### config.mk
export PLATFORM = sky130hd
export DESIGN_NAME = image_downscale_top
export DESIGN_NICKNAME = d
export VERILOG_FILES = /design/src/verilog/resize_pkg.sv /design/src/verilog/frame_reader.sv /design/src/verilog/block_averager.sv /design/src/verilog/result_buffer.sv /design/src/verilog/byte_sender.sv /design/src/verilog/image_downscale_top.sv
export SDC_FILE = /design/constraint.sdc
export NUM_CORES = 1
export LEC_CHECK = 0
export ABC_CLOCK_PERIOD_IN_PS = 6700
export BUFFER_PORTS_ARGS = -buffer_cell sky130_fd_sc_hd__buf_2
export CAP_MARGIN = 10
export CORE_MARGIN = 2
export CORE_UTILIZATION = 56
export CTS_CLUSTER_SIZE = 20
export DETAILED_ROUTE_END_ITERATION = 8
export PLACE_DENSITY_LB_ADDON = 0.25
export REMOVE_ABC_BUFFERS = 1
export SYNTH_ARGS = -nofsm -noshare
export SYNTH_HDL_FRONTEND = slang
export SYNTH_HIERARCHICAL = 1
export SYNTH_SLANG_ARGS = --single-unit
export TNS_END_PERCENT = 50
### constraint.sdc
create_clock -name clk -period 6.7 [get_ports clk]
set_input_delay 1.005 -clock clk [delete_from_list [all_inputs] [get_ports clk]]
set_output_delay 1.005 -clock clk [all_outputs]
set_load 0.05 [all_outputs]
### src/verilog/resize_pkg.sv
package resize_pkg;

    // ======================================================================
    // frame geometry
    // ======================================================================

    // source frame, scaled down from the camera size
    localparam int src_w = 64;
    localparam int src_h = 48;

    // averaging block
    localparam int blk_w = 8;
    localparam int blk_h = 6;

    // output grid, one byte per block
    localparam int out_w     = src_w / blk_w;
    localparam int out_h     = src_h / blk_h;
    localparam int out_count = out_w * out_h;
    localparam int blk_area  = blk_w * blk_h;

    // bus and counter widths
    localparam int addr_bits = 12;
    // 48 x 255 fits in 14 bits
    localparam int sum_bits  = 14;
    localparam int col_bits  = $clog2(src_w);
    localparam int row_bits  = $clog2(src_h);
    localparam int bcol_bits = $clog2(out_w);
    localparam int brow_bits = $clog2(out_h);
    localparam int idx_bits  = $clog2(out_count);

    // one pixel tagged with its raster position
    typedef struct packed {
        logic [7:0]          data;
        logic [col_bits-1:0] col;
        logic [row_bits-1:0] row;
    } pix_beat_t;

    // one averaged block, row-major index
    typedef struct packed {
        logic [idx_bits-1:0] idx;
        logic [7:0]          value;
    } res_wr_t;

endpackage

### src/verilog/frame_reader.sv
module frame_reader (
    input  logic                             clk,
    input  logic                             rst_n,
    input  logic                             key_n,
    input  logic [7:0]                       read_data,
    output logic                             read_en,
    output logic [resize_pkg::addr_bits-1:0] read_addr,
    output resize_pkg::pix_beat_t            beat,
    output logic                             pix_valid,
    output logic                             frame_loaded
);
    import resize_pkg::*;

    // set by the first key press and cleared only by reset
    logic                started;
    // raster position of the address being issued
    logic [col_bits-1:0] col_cnt;
    logic [row_bits-1:0] row_cnt;
    logic                last_addr;
    // position tags one cycle behind the address
    logic [col_bits-1:0] tag_col;
    logic [row_bits-1:0] tag_row;
    logic                tag_valid;
    logic                tag_last;

    assign last_addr = (col_cnt == col_bits'(src_w - 1)) &&
                       (row_cnt == row_bits'(src_h - 1));

    // src_w is a power of two, so row and column simply concatenate
    assign read_addr = {row_cnt, col_cnt};

    // ======================================================================
    // address generation
    // ======================================================================
    always_ff @(posedge clk or negedge rst_n) begin
        if (!rst_n) begin
            started <= 1'b0;
            read_en <= 1'b0;
            col_cnt <= '0;
            row_cnt <= '0;
        end else if (!key_n && !started) begin
            // first address goes out on the key press edge
            started <= 1'b1;
            read_en <= 1'b1;
            col_cnt <= '0;
            row_cnt <= '0;
        end else if (read_en) begin
            if (last_addr) begin
                // whole frame issued
                read_en <= 1'b0;
            end else if (col_cnt == col_bits'(src_w - 1)) begin
                // wrap to next line
                col_cnt <= '0;
                row_cnt <= row_cnt + 1'b1;
            end else begin
                col_cnt <= col_cnt + 1'b1;
            end
        end
    end

    // position tags and pixel data
    always_ff @(posedge clk) begin
        tag_col <= col_cnt;
        tag_row <= row_cnt;
        // memory answers one cycle after the address
        beat    <= '{data: read_data, col: tag_col, row: tag_row};
    end

    // valid pipeline matching the data path
    always_ff @(posedge clk or negedge rst_n) begin
        if (!rst_n) begin
            tag_valid    <= 1'b0;
            tag_last     <= 1'b0;
            pix_valid    <= 1'b0;
            frame_loaded <= 1'b0;
        end else begin
            tag_valid <= read_en;
            tag_last  <= read_en && last_addr;
            pix_valid <= tag_valid;
            // rises with the final beat
            if (tag_last) begin
                frame_loaded <= 1'b1;
            end
        end
    end

endmodule

### src/verilog/block_averager.sv
module block_averager (
    input  logic                  clk,
    input  logic                  rst_n,
    input  resize_pkg::pix_beat_t beat,
    input  logic                  pix_valid,
    output resize_pkg::res_wr_t   wr,
    output logic                  wr_valid,
    output logic                  avg_done
);
    import resize_pkg::*;

    // one running sum per block column of the current block row
    logic [sum_bits-1:0]  sums [out_w];

    // position of the beat inside the block grid
    logic [bcol_bits-1:0] blk_col;
    logic [brow_bits-1:0] blk_row;
    logic [col_bits-1:0]  sub_col;
    logic [row_bits-1:0]  sub_row;
    logic                 first_px;
    logic                 last_px;

    // sum including the current pixel and its average
    logic [sum_bits-1:0]  blk_total;
    logic [7:0]           blk_avg;

    // ======================================================================
    // beat decode
    // ======================================================================
    always_comb begin
        blk_col  = bcol_bits'(beat.col / blk_w);
        sub_col  = col_bits'(beat.col % blk_w);
        // block height is not a power of two
        blk_row  = brow_bits'(beat.row / blk_h);
        sub_row  = row_bits'(beat.row % blk_h);
        first_px = (sub_row == '0) && (sub_col == '0);
        last_px  = (sub_row == row_bits'(blk_h - 1)) &&
                   (sub_col == col_bits'(blk_w - 1));
        blk_total = sums[blk_col] + sum_bits'(beat.data);
        // floor division by the block area
        blk_avg   = 8'(blk_total / blk_area);
    end

    // ======================================================================
    // accumulation
    // ======================================================================
    always_ff @(posedge clk) begin
        if (pix_valid) begin
            if (first_px) begin
                // top-left pixel starts a fresh sum
                sums[blk_col] <= sum_bits'(beat.data);
            end else if (!last_px) begin
                sums[blk_col] <= blk_total;
            end
        end
    end

    // result payload
    always_ff @(posedge clk) begin
        if (pix_valid && last_px) begin
            wr.idx   <= idx_bits'(blk_row * out_w + blk_col);
            wr.value <= blk_avg;
        end
    end

    // write strobe and completion flag
    always_ff @(posedge clk or negedge rst_n) begin
        if (!rst_n) begin
            wr_valid <= 1'b0;
            avg_done <= 1'b0;
        end else begin
            wr_valid <= pix_valid && last_px;
            // held from the last block write until reset
            if (wr_valid && (wr.idx == idx_bits'(out_count - 1))) begin
                avg_done <= 1'b1;
            end
        end
    end

endmodule

### src/verilog/result_buffer.sv
module result_buffer (
    input  logic                            clk,
    input  resize_pkg::res_wr_t             wr,
    input  logic                            wr_valid,
    input  logic [resize_pkg::idx_bits-1:0] rd_idx,
    output logic [7:0]                      rd_data
);
    import resize_pkg::*;

    // ======================================================================
    // averaged bytes, row-major
    // ======================================================================
    logic [7:0] mem [out_count];

    // single write port from the averager
    always_ff @(posedge clk) begin
        if (wr_valid) begin
            mem[wr.idx] <= wr.value;
        end
    end

    // registered read, data follows the index by one cycle
    always_ff @(posedge clk) begin
        rd_data <= mem[rd_idx];
    end

endmodule

### src/verilog/byte_sender.sv
module byte_sender (
    input  logic                            clk,
    input  logic                            rst_n,
    input  logic                            avg_done,
    input  logic                            tx_done,
    output logic [resize_pkg::idx_bits-1:0] rd_idx,
    input  logic [7:0]                      rd_data,
    output logic [7:0]                      uart_tx,
    output logic                            uart_trmt,
    output logic                            done
);
    import resize_pkg::*;

    typedef enum logic [1:0] {
        st_idle,
        st_fetch,
        st_wait,
        st_finish
    } state_t;

    state_t              state;
    // index of the byte held in the buffer read register
    logic [idx_bits-1:0] byte_idx;
    // final byte already handed to the transmitter
    logic                all_sent;
    // edge detectors
    logic                avg_prev;
    logic                tx_q;
    logic                tx_prev;
    logic                tx_rise;

    assign rd_idx  = byte_idx;
    assign tx_rise = tx_q && !tx_prev;

    // ======================================================================
    // send FSM
    // ======================================================================
    always_ff @(posedge clk or negedge rst_n) begin
        if (!rst_n) begin
            state     <= st_idle;
            byte_idx  <= '0;
            all_sent  <= 1'b0;
            avg_prev  <= 1'b0;
            tx_q      <= 1'b0;
            tx_prev   <= 1'b0;
            uart_tx   <= '0;
            uart_trmt <= 1'b0;
            done      <= 1'b0;
        end else begin
            avg_prev  <= avg_done;
            // tx_done comes from outside, register before edge detect
            tx_q      <= tx_done;
            tx_prev   <= tx_q;
            // strobes last one cycle
            uart_trmt <= 1'b0;
            done      <= 1'b0;
            case (state)
                st_idle: begin
                    if (avg_done && !avg_prev) begin
                        byte_idx <= '0;
                        all_sent <= 1'b0;
                        state    <= st_fetch;
                    end
                end
                st_fetch: begin
                    if (all_sent) begin
                        // last ack seen
                        done  <= 1'b1;
                        state <= st_finish;
                    end else begin
                        uart_tx   <= rd_data;
                        uart_trmt <= 1'b1;
                        all_sent  <= (byte_idx == idx_bits'(out_count - 1));
                        // prefetch the next byte while waiting
                        byte_idx  <= byte_idx + 1'b1;
                        state     <= st_wait;
                    end
                end
                st_wait: begin
                    if (tx_rise) begin
                        state <= st_fetch;
                    end
                end
                st_finish: begin
                    // once per reset
                    state <= st_finish;
                end
                default: state <= st_idle;
            endcase
        end
    end

endmodule

### src/verilog/image_downscale_top.sv
module image_downscale_top (
    input  logic                             clk,
    input  logic                             rst_n,
    input  logic                             key_n,
    input  logic [7:0]                       read_data,
    input  logic                             tx_done,
    output logic                             read_en,
    output logic [resize_pkg::addr_bits-1:0] read_addr,
    output logic [7:0]                       uart_tx,
    output logic                             uart_trmt,
    output logic                             frame_loaded,
    output logic                             avg_done,
    output logic                             done
);
    import resize_pkg::*;

    // pixel stream
    pix_beat_t           beat;
    logic                pix_valid;
    // averaged results
    res_wr_t             wr;
    logic                wr_valid;
    // buffer read side
    logic [idx_bits-1:0] rd_idx;
    logic [7:0]          rd_data;

    // ======================================================================
    // datapath: memory -> averager -> buffer -> transmitter
    // ======================================================================
    frame_reader i_frame_reader (
        .clk          (clk),
        .rst_n        (rst_n),
        .key_n        (key_n),
        .read_data    (read_data),
        .read_en      (read_en),
        .read_addr    (read_addr),
        .beat         (beat),
        .pix_valid    (pix_valid),
        .frame_loaded (frame_loaded)
    );

    block_averager i_block_averager (
        .clk       (clk),
        .rst_n     (rst_n),
        .beat      (beat),
        .pix_valid (pix_valid),
        .wr        (wr),
        .wr_valid  (wr_valid),
        .avg_done  (avg_done)
    );

    result_buffer i_result_buffer (
        .clk      (clk),
        .wr       (wr),
        .wr_valid (wr_valid),
        .rd_idx   (rd_idx),
        .rd_data  (rd_data)
    );

    // starts on avg_done, paced by tx_done
    byte_sender i_byte_sender (
        .clk       (clk),
        .rst_n     (rst_n),
        .avg_done  (avg_done),
        .tx_done   (tx_done),
        .rd_idx    (rd_idx),
        .rd_data   (rd_data),
        .uart_tx   (uart_tx),
        .uart_trmt (uart_trmt),
        .done      (done)
    );

endmodule

==> metrics.txt, run 1 <==
status=complete, no violations; critical path's slowest cell=fa_1; Synth top area share=65.4%; num rows=83; Synth-to-Final Area Change=11.1%; total grt overflow=0; Port-buffer cells=36; register area=21000 um2; area leader, netlist=edfxtp_1; CTS tree=built; first-pass GRT wire length=95000 um; min Tclk post-route=6.32 ns; Leak=10.6 nW; Clock power frac=23.0%; RSZ-0062 raised after global routing=no; initial antenna violation count=1; die height=233 um; crit path launch=i_frame_reader/beat[11]; IO Pins=37; hold slack=0.321 ns; hpwl dp=38100 um; Num CTS Buffers=71; cell with the most instances after synthesis=edfxtp_1; final worst-path cycle share=94.3%; largest net degree at the start of global routing=65; Clock Tree Buf Depth=3; crit path max fanout=27; WP data required=7.13 ns; max-slew violations=0; worst-margin pin slew=0.997 ns; die area=54200 um2; Core Region=51500 um2; Switching Share=35.5%; CTS sink cnt=720; Crit. End Element=flop; top cells by count, synth=edfxtp_1 (638), mux4_2 (132), nor2_1 (131), nand2_1 (101), mux2i_1 (51); layout cells sized above 1=21.5%; switching power=6.00 mW; clk_lat worst skew=0.60 ns; DR vias=15.7k; ys async rst share=5.83%; Crit path largest cell delay=0.48 ns; critical path startpoint category=flop; Hold Crit Class=flop to flop; Finished Layout Cells=2475; crit path DAT=6.75 ns; H-tree levels=3; Initial Util=56.9%; DP Worst Slack=0.0922 ns; Max Cap Violations=0; Yosys cell types=101; DRT Wirelength=62100 um; WL/cell=25.1 um; die width=233 um; Reg-to-Reg Start=i_frame_reader/beat[11]; Combinational Power Share=39.2%; Hold Buf Count CTS=0; Crit Path Class=flop to flop; nets@finish=1769; dpl cells=2346; slew margin rel.=33.5%; min-delay src=i_frame_reader/tag_row[1]; Top FF cell, synth=edfxtp_1; Mapped Area=29300 um2; final worst slack=0.380 ns; Syn Inst Count=1672; vias in the first global route=15.6k; synthesized area per cell=17.5 um2; clock-pin slew on the worst setup and hold paths=0.06 ns; routed vias/inst=6.33; sequential share of power=37.7%; Post-synth EDFFs=638; DRC Markers=0; Detailed Routing Iterations Pass 1=5; fill count=3595; Post-DRT Antenna Nets=0; Root Buffer=clkbuf_16; Final Setup Violations=0; Yosys warning total=6; fmax=0.158 GHz; largest cells by area after synthesis=edfxtp_1 (65%), mux4_2 (10%), dfrtp_1 (3.6%); skew final=0.0231 ns; Fin. Hold Viols=0; initial DRC count=1795; GP Congestion=0.908; flip-flop and latch count after synthesis=720; VDD IR max=0.764 mV; cell area power density=519 nW/um2; Multi-input gate area=7810 um2; register area share after synthesis=71.7%; GRT Total Usage=23.7%; Int Pwr=10.9 mW
registers in the layout (all words and copies together), names as in the netlist, 2 cells and up:
signal / flops
i_result_buffer/mem: 512
i_block_averager/sums: 112
i_frame_reader/beat: 20
i_block_averager/wr: 14
i_byte_sender/uart_tx: 8
i_result_buffer/rd_data: 8
i_byte_sender/rd_idx: 6
i_frame_reader/col_cnt: 6
i_frame_reader/row_cnt: 6
i_frame_reader/tag_col: 6
i_frame_reader/tag_row: 6
i_byte_sender/state: 2
layer usage:
layer / wire [um] / track usage (%) / part of all wire (%) / vias to the layer above
li1: - / - / - / 6863
met1: 25600 / 33.1 / 41 / 7972
met2: 29700 / 37.7 / 48 / 696
met3: 5050 / 4.44 / 8.1 / 122
met4: 1780 / 8.34 / 2.9 / 2
met5: 10 / 0 / 0.016 / -
final timing paths:
path,end,slack [ns],cells after the start
max,i_block_averager/wr[0],0.38,26
min,i_frame_reader/beat[1],0.32,0
max reg2reg,i_block_averager/wr[0],0.38,26
min reg2reg,i_frame_reader/beat[1],0.32,0
max in group asynchronous,i_byte_sender/rd_idx[2],5.73,2
min in group asynchronous,i_frame_reader/tag_last,0.50,2
cells by family after synthesis:
family,share of synthesized area [%]
buffers and inverters,1.81
muxes,13.3
AOI/OAI and AO/OA,5.72
DFF,71.7
and+or+nand+nor,6.29
adders and majority gates,0.666
xor gates and xnor gates,0.504
final cells by class:
| cell class | count | area share (%) |
|---|---|---|
| clock inverters | 28 | 0.776 |
| diodes | 1 | 0.00768 |
| clock buffers | 97 | 6.33 |
| inverters | 12 | 0.154 |
| well taps | 680 | 2.61 |
| flip-flops and latches | 720 | 64.6 |
| multi-input cells | 860 | 24.0 |
| repair buffers | 77 | 1.55 |
critical path, delay by kind of cell, from the launching register on:
family                   cells  cell delay (ns)
AND/OR/NAND/NOR              8             1.49
adder cells (fa/ha/maj)      2             0.77
flip-flops                   1             0.46
multiplexers                 1             0.39
buffers and inverters        2             0.24
AO/OA/AOI/OAI               13             2.80
power by group through the flow:
stage,Sequential (mW),Clock (mW),Combinational (mW)
global route,6.45,4.13,7.14
finish,6.38,3.89,6.63
global placement,6.46,0,6.29
detailed placement,6.48,0,6.44
CTS,6.39,3.96,6.47
floorplan,6.74,0,4.50
through the flow:
| stage | util, % | setup TNS, ns | instance area (um2) | power [mW] |
|---|---|---|---|---|
| after floorplan | - | -0.0866 | 28800 | 11.2 |
| after global placement | 58.6 | 0 | 30200 | 12.8 |
| after detailed placement | 58.6 | 0 | 30200 | 12.9 |
| after CTS | 63.1 | 0 | 32500 | 16.8 |
| after global routing | 63.2 | 0 | 32600 | 17.7 |
| final | 63.2 | 0 | 32600 | 16.9 |
layout by cell type, fill, tap and decap left out, drive strengths merged, types with 6 or more instances in the layout:
| cell type | instances |
|---|---|
| nor4 | 6 |
| a22oi | 13 |
| a221oi | 10 |
| xor2 | 6 |
| mux2i | 51 |
| nor2 | 132 |
| inv | 13 |
| o21ai | 46 |
| nand2 | 102 |
| or3 | 7 |
| a21oi | 33 |
| clkbuf | 97 |
| and2 | 11 |
| nand3 | 31 |
| o22ai | 9 |
| a31oi | 9 |
| clkinv | 22 |
| nand3b | 7 |
| o221ai | 15 |
| a21o | 6 |
| o21a | 12 |
| buf | 77 |
| ha | 14 |
| nor2b | 22 |
| and3 | 7 |
| nor3 | 20 |
| mux2 | 32 |
| o211ai | 15 |
| a211oi | 9 |
| dfxtp | 40 |
| nand4 | 9 |
| nand2b | 11 |
| xnor2 | 10 |
| or2 | 6 |
| mux4 | 134 |
| edfxtp | 638 |
| dfrtp | 42 |
timing repair:
item,4_1_cts,5_1_grt
resized for setup,0,9
setup buffers,0,3
setup endpoints to repair,0,3
No activity file was read; power rests on OpenSTA's default activity.
==> run 2, diff against run 1 <==
Settings changed: ABC_CLOCK_PERIOD_IN_PS 6700 to 7200.
Clock period 6.7 ns to 7.2 ns, I/O delays scaled along.
==> run 2 against run 1 <==
Net effect: flip-flop and latch count did not move; sequential share of layout area barely moved; cell area barely moved; clock-buffer cell count did not move; clock power fell by 3%; maximum frequency fell by 6.5%; critical endpoint unchanged; largest cell class unchanged.
==> metrics.txt, run 2 (synthesis gave the netlist of run 1 again) <==
Core Region=51500 um2 (unchanged); slew margin rel.=29.2% (was 33.5%); num rows=83 (unchanged); cell area power density=484 nW/um2 (was 519 nW/um2); register area=21000 um2 (about the same); clk_lat worst skew=0.61 ns (was 0.60 ns); Max Cap Violations=0 (unchanged); final worst-path cycle share=93.9% (was 94.3%); final core utilization=63.3% (was 63.2%); first-pass GRT wire length=95000 um (about the same); layout cells sized above 1=21.3% (was 21.5%); crit path launch=i_frame_reader/beat[11] (unchanged); Root Buffer=clkbuf_16 (unchanged); min Tclk post-route=6.76 ns (was 6.32 ns); Antenna diodes=0 (was 1); Critical Path End=i_block_averager/wr[0] (unchanged); fill count=3598 (was 3595); status=complete, no violations (unchanged); nets@finish=1761 (was 1769); most frequent cells in the layout=edfxtp_1 (638), mux4_2 (132), nor2_1 (130), nand2_1 (101), clkbuf_16 (76) (was edfxtp_1 (638), mux4_2 (132), nor2_1 (129), nand2_1 (101), clkbuf_16 (76)); hpwl dp=38200 um (was 38100 um); Reg2Reg Depth=24 (was 26); Crit. End Element=flop (unchanged); initial antenna violation count=2 (was 1); Fin. Hold Viols=0 (unchanged); Initial Util=56.9% (unchanged); Hold Crit Class=flop to flop (unchanged); VDD IR max=0.567 mV (was 0.764 mV); fmax=0.148 GHz (was 0.158 GHz); most common cell after layout, fill and taps aside=edfxtp_1 (unchanged); Clock Tree Buf Depth=3 (unchanged); Leak=10.6 nW (about the same); GRT Total Usage=23.7% (about the same); die width=233 um (unchanged); Final Setup Violations=0 (unchanged); DRC Markers=0 (unchanged); WP data required=7.64 ns (was 7.13 ns); max-slew violations=0 (unchanged); CTS tree=built (unchanged); Reg-to-Reg Start=i_frame_reader/beat[11] (unchanged); max reg flops=512 (unchanged); initial DRC count=1746 (was 1795); die area=54200 um2 (unchanged); Num CTS Buffers=73 (was 71); worst-margin pin slew=1.06 ns (was 0.997 ns); critical path startpoint category=flop (unchanged); Min-Delay Path Depth=0 (unchanged); IO Pins=37 (unchanged); vias in the first global route=15.7k (was 15.6k); largest net degree at the start of global routing=71 (was 65); DRT Wirelength=62500 um (was 62100 um); Detailed Routing Iterations Pass 1=6 (was 5); clock-pin slew on the worst setup and hold paths=0.06 ns (about the same); r2r setup slk=0.44 ns (was 0.38 ns); Hold Buf Count CTS=0 (unchanged); routed vias/inst=6.35 (was 6.33); total grt overflow=0 (unchanged); Multi-input gate area=7800 um2 (was 7810 um2); dpl cell area=30100 um2 (was 30200 um2); crit path max fanout=13 (was 27); Synth-to-Final Area Change=11.2% (was 11.1%); Port-buffer cells=36 (unchanged); H-tree levels=3 (unchanged); die height=233 um (unchanged); Crit Path Class=flop to flop (unchanged); worst r2r dst=i_block_averager/wr[0] (unchanged); biggest regs=i_result_buffer/mem: 512 flops, i_block_averager/sums: 112 flops, i_frame_reader/beat: 20 flops (unchanged); crit path DAT=7.20 ns (was 6.75 ns); Top reg by flops=i_result_buffer/mem (unchanged); Post-DRT Antenna Nets=0 (unchanged); GP Congestion=0.891 (was 0.908); skew final=0.0283 ns (was 0.0231 ns); CTS sink cnt=720 (unchanged); WL/cell=25.3 um (was 25.1 um); design area=32600 um2 (about the same); DR vias=15.7k (about the same)
-- run 2: changes by cell type in the layout (fill, tap and decap cells not counted), sizes merged --
cell | previous run | this run
buf | 77 | 67
diode | 1 | 0
inv | 13 | 14
bufinv | 4 | 7
clkinvlp | 1 | 4
-- run 2: area by class of cell --
cell class / instances / share of cell area [%]
inverters: 12 / 0.154
repair buffers: 67 / 1.33
well taps: 680 / 2.61
flip-flops and latches: 720 / 64.5
clock inverters: 35 / 1.12
multi-input cells: 860 / 23.9
clock buffers: 97 / 6.30
-- run 2: worst min-delay path by stage --
| stage | from | endpoint | slack, ns |
|---|---|---|---|
| after global routing | i_frame_reader/tag_col[2] | i_frame_reader/beat[8] | 0.33 |
| after detailed placement | i_frame_reader/tag_row[2] | i_frame_reader/beat[2] | 0.31 |
| final | i_frame_reader/tag_col[1] | i_frame_reader/beat[7] | 0.33 |
| after CTS | i_frame_reader/tag_col[2] | i_frame_reader/beat[8] | 0.33 |
| after global placement | i_frame_reader/tag_row[5] | i_frame_reader/beat[5] | 0.31 |
| after floorplan | i_frame_reader/tag_row[0] | i_frame_reader/beat[0] | 0.31 |
-- run 2: metal layers --
metal | share of wire [%] | global-route usage (%) | vias to the layer above | wire length [um]
met5 | 0.040 | 0.643 | - | 25
met4 | 2.7 | 8.36 | 4 | 1710
met3 | 8.5 | 4.83 | 112 | 5330
met2 | 48 | 37.8 | 704 | 30300
met1 | 40 | 32.8 | 8032 | 25200
li1 | - | - | 6837 | -
-- run 2: critical path, stage by stage (launching register included) --
cell	delay, ns
dfxtp_4	0.42
buf_4	0.22
nor2_1	0.25
a21oi_1	0.11
o21ai_0	0.34
ha_1	0.33
a211oi_1	0.28
o21ai_2	0.17
o21ai_2	0.32
a2111oi_4	0.11
xnor2_2	0.41
inv_2	0.21
ha_1	0.35
nand2b_1	0.22
nor4_1	0.35
nor3_1	0.13
a22oi_2	0.34
nand2_1	0.15
o221a_1	0.27
a31oi_1	0.27
mux2_2	0.40
nor4b_2	0.29
o211ai_1	0.17
a311o_1	0.32
o211ai_2	0.16
-- run 2: stage by stage --
step           TNS, ns  cells  setup WS [ns]  power (mW)  hold WS [ns]
2_1_floorplan        0   1592          0.443        10.5         0.310
3_3_place_gp         0   2337          0.444        11.8         0.310
3_5_place_dp         0   2337          0.140        11.9         0.312
4_1_cts              0   2469          0.106        15.7         0.327
5_1_grt        -0.0228   2471        -0.0228        16.5         0.329
6_report             0   2471          0.442        15.8         0.325
-- run 2: what timing repair did --
item	4_1_cts	5_1_grt
buffers inserted	0	2
resized for setup	0	7
endpoints found under the setup margin	0	3
-- run 2: report_power, final --
group	total, mW	switching, mW	internal [mW]
Sequential	5.91	0.368	5.54
Combinational	6.09	3.75	2.35
Clock	3.77	1.52	2.26
Total	15.8	5.63	10.1
